**config.mk**
```make
export PLATFORM = sky130hd
export DESIGN_NAME = fetch_top
export DESIGN_NICKNAME = d
export VERILOG_FILES = /design/src/fetch_pkg.sv /design/src/fetch_ctrl.sv /design/src/fetch_top.sv /design/src/instr_buffer.sv /design/src/pc_gen.sv /design/src/pipe_reg.sv
export SDC_FILE = /design/constraint.sdc
export NUM_CORES = 1
export LEC_CHECK = 0
export BUFFER_PORTS_ARGS = -buffer_cell sky130_fd_sc_hd__buf_2
export CORE_ASPECT_RATIO = 2
export CORE_MARGIN = 2
export CORE_UTILIZATION = 35
export DETAILED_ROUTE_END_ITERATION = 12
export SKIP_LAST_GASP = 1
export SYNTH_ARGS = -nofsm -noshare
export SYNTH_HDL_FRONTEND = slang
export SYNTH_SLANG_ARGS = --single-unit
```
**constraint.sdc**
```tcl
create_clock -name clk -period 8.7 [get_ports clk]
set_input_delay 0 -clock clk [delete_from_list [all_inputs] [get_ports clk]]
set_output_delay 0 -clock clk [all_outputs]
set_load 0.02 [all_outputs]
```
**src/fetch_pkg.sv**
```systemverilog
package fetch_pkg;

    // basic widths
    typedef logic [31:0] word_t;
    typedef logic [63:0] dword_t;

    // pc step per fetch pair, and offset of the younger slot
    localparam word_t PAIR_BYTES = 32'd8;
    localparam word_t SLOT_BYTES = 32'd4;

    // next-pc select
    typedef enum logic [1:0] {
        SEQ,
        EXC,
        BR,
        SAVED
    } pc_src_t;

    // fetch-1 stage payload
    typedef struct packed {
        logic  valid;
        word_t pc;
        // misaligned pc, no bus request made
        logic  bad_addr;
    } f1_entry_t;

    // one instruction slot handed to decode
    typedef struct packed {
        logic  valid;
        word_t pc;
        word_t raw_instr;
        logic  bad_addr;
    } fetch_slot_t;

    // [1] is the older slot at pc, [0] sits at pc+4
    typedef fetch_slot_t [1:0] fetch_pair_t;

    // instruction bus
    typedef struct packed {
        logic  valid;
        word_t addr;
    } ibus_req_t;

    typedef struct packed {
        logic   addr_ok;
        // two instructions, low word at the lower address
        dword_t data;
    } ibus_resp_t;

    // one-cycle redirect pulse
    typedef struct packed {
        logic  valid;
        word_t target;
    } redirect_t;

endpackage

```
**src/fetch_ctrl.sv**
```systemverilog
`timescale 1ns/1ps

module fetch_ctrl (
    input  logic                clk,
    input  logic                reset,
    input  logic                bad_addr,
    input  logic                addr_ok,
    input  logic                stall_d,
    input  fetch_pkg::redirect_t exc_redirect,
    input  fetch_pkg::redirect_t br_redirect,
    output logic                req_valid,
    output fetch_pkg::pc_src_t  pc_src,
    output logic                pc_en,
    output logic                save_en,
    output fetch_pkg::pc_src_t  save_src,
    output logic                f1_en,
    output logic                f1_flush,
    output logic                out_en,
    output logic                out_flush,
    output logic                f1_capture_valid
);

    typedef enum logic [1:0] {
        RUN,
        PEND_BR,
        PEND_EXC
    } state_t;

    state_t             state;
    state_t             state_next;
    logic               waiting;
    logic               step;
    logic               take_exc;
    logic               take_br;
    logic               take;
    fetch_pkg::pc_src_t new_src;

    // no request in reset, for a misaligned pc or while decode holds
    assign req_valid = ~reset & ~bad_addr & ~stall_d;
    // bus owes us an accept so the address must not move
    assign waiting = req_valid & ~addr_ok;
    // current pc is done when accepted or skipped as misaligned
    assign step = ~stall_d & (bad_addr | addr_ok);

    // exception first and a branch is dropped while an exception is parked
    assign take_exc = exc_redirect.valid;
    assign take_br = br_redirect.valid & ~exc_redirect.valid & (state != PEND_EXC);
    assign take = take_exc | take_br;
    assign new_src = take_exc ? fetch_pkg::EXC : fetch_pkg::BR;

    always_comb begin
        state_next = state;
        pc_en = 1'b0;
        pc_src = fetch_pkg::SEQ;
        save_en = 1'b0;
        save_src = new_src;
        f1_capture_valid = step;
        if (state == RUN) begin
            if (take && waiting) begin
                // park target until the old request goes out
                save_en = 1'b1;
                state_next = take_exc ? PEND_EXC : PEND_BR;
            end else if (take) begin
                pc_en = 1'b1;
                pc_src = new_src;
            end else begin
                pc_en = step;
            end
        end else begin
            // whatever leaves the bus now is on the wrong path
            f1_capture_valid = 1'b0;
            if (waiting) begin
                save_en = take;
                if (take_exc) begin
                    state_next = PEND_EXC;
                end
            end else begin
                // old request accepted or withdrawn so jump now
                pc_en = 1'b1;
                pc_src = take ? new_src : fetch_pkg::SAVED;
                state_next = RUN;
            end
        end
    end

    // both regs freeze on stall while flush still wins inside pipe_reg
    assign f1_en = ~stall_d;
    assign out_en = ~stall_d;
    assign f1_flush = take;
    assign out_flush = take;

    always_ff @(posedge clk) begin
        if (reset) begin
            state <= RUN;
        end else begin
            state <= state_next;
        end
    end

endmodule

```
**src/fetch_top.sv**
```systemverilog
`timescale 1ns/1ps

module fetch_top #(
    parameter fetch_pkg::word_t reset_pc = 32'hbfc0_0000
) (
    input  logic                   clk,
    input  logic                   reset,
    output fetch_pkg::ibus_req_t   ireq,
    input  fetch_pkg::ibus_resp_t  iresp,
    input  logic                   stall_d,
    input  fetch_pkg::redirect_t   exc_redirect,
    input  fetch_pkg::redirect_t   br_redirect,
    output fetch_pkg::fetch_pair_t pair
);

    fetch_pkg::word_t       pc;
    logic                   bad_addr;
    logic                   req_valid;
    fetch_pkg::pc_src_t     pc_src;
    logic                   pc_en;
    logic                   save_en;
    fetch_pkg::pc_src_t     save_src;
    logic                   f1_en;
    logic                   f1_flush;
    logic                   out_en;
    logic                   out_flush;
    logic                   f1_capture_valid;
    fetch_pkg::f1_entry_t   f1_d;
    fetch_pkg::f1_entry_t   f1_q;
    fetch_pkg::fetch_pair_t pair_d;

    // word alignment check on the fetch pc
    assign bad_addr = pc[1:0] != 2'b00;

    assign ireq.valid = req_valid;
    assign ireq.addr = pc;

    // entry for the pc leaving this cycle
    assign f1_d.valid = f1_capture_valid;
    assign f1_d.pc = pc;
    assign f1_d.bad_addr = bad_addr;

    fetch_ctrl u_ctrl (
        .clk, .reset, .bad_addr, .addr_ok(iresp.addr_ok), .stall_d,
        .exc_redirect, .br_redirect, .req_valid, .pc_src, .pc_en,
        .save_en, .save_src, .f1_en, .f1_flush, .out_en, .out_flush,
        .f1_capture_valid
    );

    pc_gen #(.reset_pc(reset_pc)) u_pc (
        .clk, .reset, .pc_en, .pc_src, .save_en, .save_src,
        .exc_target(exc_redirect.target), .br_target(br_redirect.target), .pc
    );

    // request in flight, data due next cycle
    pipe_reg #(.T(fetch_pkg::f1_entry_t)) f1_reg (
        .clk, .reset, .en(f1_en), .flush(f1_flush), .d(f1_d), .q(f1_q)
    );

    instr_buffer u_buf (
        .clk, .reset, .f1(f1_q), .data(iresp.data), .stall_d,
        .flush(f1_flush), .pair(pair_d)
    );

    // fetch/decode register
    pipe_reg #(.T(fetch_pkg::fetch_pair_t)) out_reg (
        .clk, .reset, .en(out_en), .flush(out_flush), .d(pair_d), .q(pair)
    );

endmodule

```
**src/instr_buffer.sv**
```systemverilog
`timescale 1ns/1ps

module instr_buffer (
    input  logic                   clk,
    input  logic                   reset,
    input  fetch_pkg::f1_entry_t   f1,
    input  fetch_pkg::dword_t      data,
    input  logic                   stall_d,
    input  logic                   flush,
    output fetch_pkg::fetch_pair_t pair
);

    fetch_pkg::dword_t saved_data;
    logic              saved_valid;
    fetch_pkg::dword_t raw;

    // bus data shows for one cycle only and is kept while decode holds
    always_ff @(posedge clk) begin
        if (reset || flush) begin
            saved_valid <= 1'b0;
        end else if (stall_d && f1.valid && !saved_valid) begin
            saved_valid <= 1'b1;
        end else if (!stall_d) begin
            saved_valid <= 1'b0;
        end
    end

    // copy of the bus return from the first stalled cycle
    always_ff @(posedge clk) begin
        if (stall_d && f1.valid && !saved_valid) begin
            saved_data <= data;
        end
    end

    assign raw = saved_valid ? saved_data : data;

    always_comb begin
        // older slot, low word
        pair[1].valid = f1.valid;
        pair[1].pc = f1.pc;
        pair[1].raw_instr = raw[31:0];
        pair[1].bad_addr = f1.bad_addr;
        // younger slot, high word
        pair[0].valid = f1.valid & ~f1.bad_addr;
        pair[0].pc = f1.pc + fetch_pkg::SLOT_BYTES;
        pair[0].raw_instr = raw[63:32];
        pair[0].bad_addr = 1'b0;
        // nothing was fetched for a bad pc
        if (f1.bad_addr) begin
            pair[1].raw_instr = '0;
        end
    end

endmodule

```
**src/pc_gen.sv**
```systemverilog
`timescale 1ns/1ps

module pc_gen #(
    parameter fetch_pkg::word_t reset_pc = 32'hbfc0_0000
) (
    input  logic              clk,
    input  logic              reset,
    input  logic              pc_en,
    input  fetch_pkg::pc_src_t pc_src,
    input  logic              save_en,
    input  fetch_pkg::pc_src_t save_src,
    input  fetch_pkg::word_t  exc_target,
    input  fetch_pkg::word_t  br_target,
    output fetch_pkg::word_t  pc
);

    fetch_pkg::word_t saved_target;
    fetch_pkg::word_t pc_next;

    // redirect target parked while the bus still owes an accept
    always_ff @(posedge clk) begin
        if (save_en) begin
            saved_target <= (save_src == fetch_pkg::EXC) ? exc_target : br_target;
        end
    end

    // next pc mux
    always_comb begin
        case (pc_src)
            fetch_pkg::EXC: begin
                pc_next = exc_target;
            end
            fetch_pkg::BR: begin
                pc_next = br_target;
            end
            fetch_pkg::SAVED: begin
                pc_next = saved_target;
            end
            default: begin
                // sequential, one pair further
                pc_next = pc + fetch_pkg::PAIR_BYTES;
            end
        endcase
    end

    // pc only moves when ctrl says so
    always_ff @(posedge clk) begin
        if (reset) begin
            pc <= reset_pc;
        end else if (pc_en) begin
            pc <= pc_next;
        end
    end

endmodule

```
**src/pipe_reg.sv**
```systemverilog
`timescale 1ns/1ps

module pipe_reg #(
    parameter type T = logic
) (
    input  logic clk,
    input  logic reset,
    input  logic en,
    input  logic flush,
    input  T     d,
    output T     q
);

    // flush beats enable, clears the whole payload incl. valid bits
    always_ff @(posedge clk) begin
        if (reset || flush) begin
            q <= '0;
        end else if (en) begin
            q <= d;
        end
    end

endmodule

```
==> summary.md <==
| Metric | Value |
|---|---|
| Worst skew pair latency | `0.57 ns` |
| Vias in the first global route | `10900` |
| DRT antenna net count | `0` |
| Worst setup SP type | `primary input` |
| Async SR Flop Fraction | `0%` |
| Post-synth top area cell | `dfxtp_1` |
| H-Tree Depth | `1` |
| Worst r2r path cells | `7` |
| Least-Margin Pin Slew | `1.04 ns` |
| Initial Util | `35.4%` |
| TritonCTS clock tree | `built` |
| Fin crit period | `3.42 ns` |
| Worst R2R End | `u_pc.pc[11]` |
| Kind of critical path | `in -> reg` |
| Final Hold Viols | `0` |
| Status | `complete, no violations` |
| Final Util | `47.9%` |
| Met3 Resource Use GR | `2.40%` |
| Main synth FF type | `dfxtp_1` |
| Post-synth EDFFs | `96` |
| Worst setup path start | `stall_d` |
| Final setup fails | `0` |
| Final instance area | `0.0171 mm²` |
| Final cycle utilization of the critical path | `39.3%` |
| Synth top area cells | `dfxtp_1, edfxtp_1, mux2i_1` |
| Final GP Congestion | `0.850` |
| Largest net degree at the start of global routing | `102` |
| CTS Sinks | `294` |
| CTS buffer count | `28` |
| Share of the synthesized area in the top cell type | `31.4%` |
| Gr ovfl total | `0` |
| Detailed Route WL | `39900 µm` |
| Site row count | `98` |
| CP Data Arrival Time | `3.92 ns` |
| Clk slew on worst S/H paths | `0.07 ns` |
| Die area | `0.0377 mm²` |
| Drt pass-1 iters | `4` |
| Yosys warns | `0` |
| I/O Pins | `299` |
| Die Span Y | `273 µm` |
| Post-route DRC | `0` |
| Fillers | `3356` |
| Reg-to-reg startpoint | `u_pc.pc[0]` |
| Pwr per Cell Area | `183 mW/mm²` |
| Placed inst area | `0.0145 mm²` |
| GR peak layer | `met2` |
| Most frequent cells in the layout | `buf_2, dfxtp_1, nor2_1, dlygate4sd3_1, mux2i_1` |
| Setup TNS | `0 ns` |
| Critical path required time | `9.21 ns` |
| Register area share after synthesis | `54.2%` |
| Slew HR | `30.5%` |
| Post_cts resized | `0` |
| # diodes | `0` |
| CP Capture Type | `flop` |
| Crit-path max FO | `101` |
| Mean post-synth cell area | `10.4 µm²` |
| LEAKAGE | `6.78 nW` |
| Via count | `10800` |
| Slew Viols, Final | `0` |
| Commonest non-fill, non-tap cell in the layout | `buf_2` |
| Syn Nets | `1346` |
| Core Box Area | `0.0357 mm²` |
| Critical path endpoint | `u_pc.pc[11]` |
| Setup Skew | `0.0151 ns` |
| Final hold slack | `0.0384 ns` |
| Maxcap violations | `0` |
| Post-synthesis cell count | `1210` |
| Peak supply drop | `0.159 mV` |
| Reg2reg setup slack | `5.50 ns` |
| 1st-iter DRT viols | `531` |
| Via density | `5.12` |
| Post-DR wirelength/cell | `18.9 µm` |
| Final #Nets | `1772` |
| RSZ-0062 raised after global routing | `no` |
| Clk Tree Root Cell | `clkbuf_16` |
| Power Total | `0.00313 W` |
| Area grow syn2layout | `35.3%` |
| I/O Buffers | `297` |
| CTS max path bufs | `3` |
| Met1 Use GR | `21.3%` |
| Mapped cell area | `0.0126 mm²` |
| Seq cells post-synth | `294` |
| Distinct cells, synth | `66` |
| Initial antenna violation count | `0` |
| Die W | `138 µm` |
| GRT met2 Usage | `39.9%` |
| GRT Total Usage | `20.3%` |
| Setup bufs post-CTS | `0` |
| First-pass GRT wire length | `61000 µm` |
| Peak Freq | `293 MHz` |
| Share of cells above drive strength 1 | `25.9%` |
| HP Class | `in -> reg` |
| Post-DP HPWL | `28200 µm` |
## synthesized netlist by cell type (17+ instances only)
master / count
buf_1: 17
clkbuf_1: 46
nor3_1: 26
mux2i_1: 140
edfxtp_1: 96
mux2_2: 40
nand2_1: 84
dfxtp_1: 198
o21ai_0: 56
nand3_1: 23
a21oi_1: 74
nor2_1: 169
nand4_1: 21
## power breakdown
part / switching [W] / leakage, nW / internal [W] / total, W
Combinational: 0.000191 / 3.82 / 0.000170 / 0.000360
Sequential: 0.0000437 / 2.48 / 0.00145 / 0.00149
Clock: 0.000552 / 0.484 / 0.000719 / 0.00127
## flip-flops by register name (all words and copies together) (netlist names)
name and flops:
u_buf.saved_data 64, u_pc.pc 32, u_buf.saved_valid 1, f1_reg.q 34, u_pc.saved_target 32, u_ctrl.state 2
out_reg.q 129
## area by class of cell
class	count	area [µm²]	area share, %
flip-flops and latches	294	6850	40.1
repair buffers	479	3280	19.2
clock inverters	19	195	1.14
clock buffers	33	759	4.44
well taps	450	563	3.29
inverters	13	51.3	0.300
multi-input cells	820	5390	31.6
## through the flow
| stage | setup slack, ns | cells |
|---|---|---|
| 3_3_place_gp | 5.66 | 1889 |
| 2_1_floorplan | 4.63 | 1210 |
| 5_1_grt | 5.05 | 2108 |
| 4_1_cts | 5.31 | 2108 |
| 6_report | 5.28 | 2108 |
| 3_5_place_dp | 5.57 | 1889 |
## logic make-up (layout without fill, tap and decap cells)
family | count (synthesis) | count (layout) | synth area share, %
flops | 294 | 294 | 54.2
simple gates | 388 | 388 | 14.3
mux | 180 | 180 | 14.7
other cells | 1 | 1 | 0.0297
buf+inv | 96 | 544 | 3.26
fa+ha+maj | 2 | 2 | 0.198
xor+xnor | 22 | 22 | 1.53
compound gates | 227 | 227 | 11.9
## what timing repair did
item                                    4_1_cts  5_1_grt
hold buffers                                167        0
hold endpoints to repair                    196        0
endpoints found under the setup margin        0        0
## routing by layer
metal	part of all wire, %	wire (µm)
met5	0	0
met4	4.2	1670
met3	4.0	1600
met2	55	21800
met1	37	14800
## critical path: stages
cell and delay [ns]:
dlygate4sd3_1 0.55, buf_6 0.59, buf_4 0.87, nor4_4 0.10, buf_4 0.29, nand4_1 0.15, mux2_2 0.36, a2111oi_2 0.28
dlygate4sd3_1 0.59
## worst min path at each step
stage                     cells after the start  startpoint              endpoint
final                                         3       reset            u_pc.pc[7]
after global routing                          3       reset            u_pc.pc[7]
after CTS                                     3       reset            u_pc.pc[7]
after detailed placement                      1   iresp[26]  u_buf.saved_data[26]
after global placement                        1   iresp[63]  u_buf.saved_data[63]
after floorplan                               0    iresp[0]   u_buf.saved_data[0]
Power figures use the tool's default switching activity.
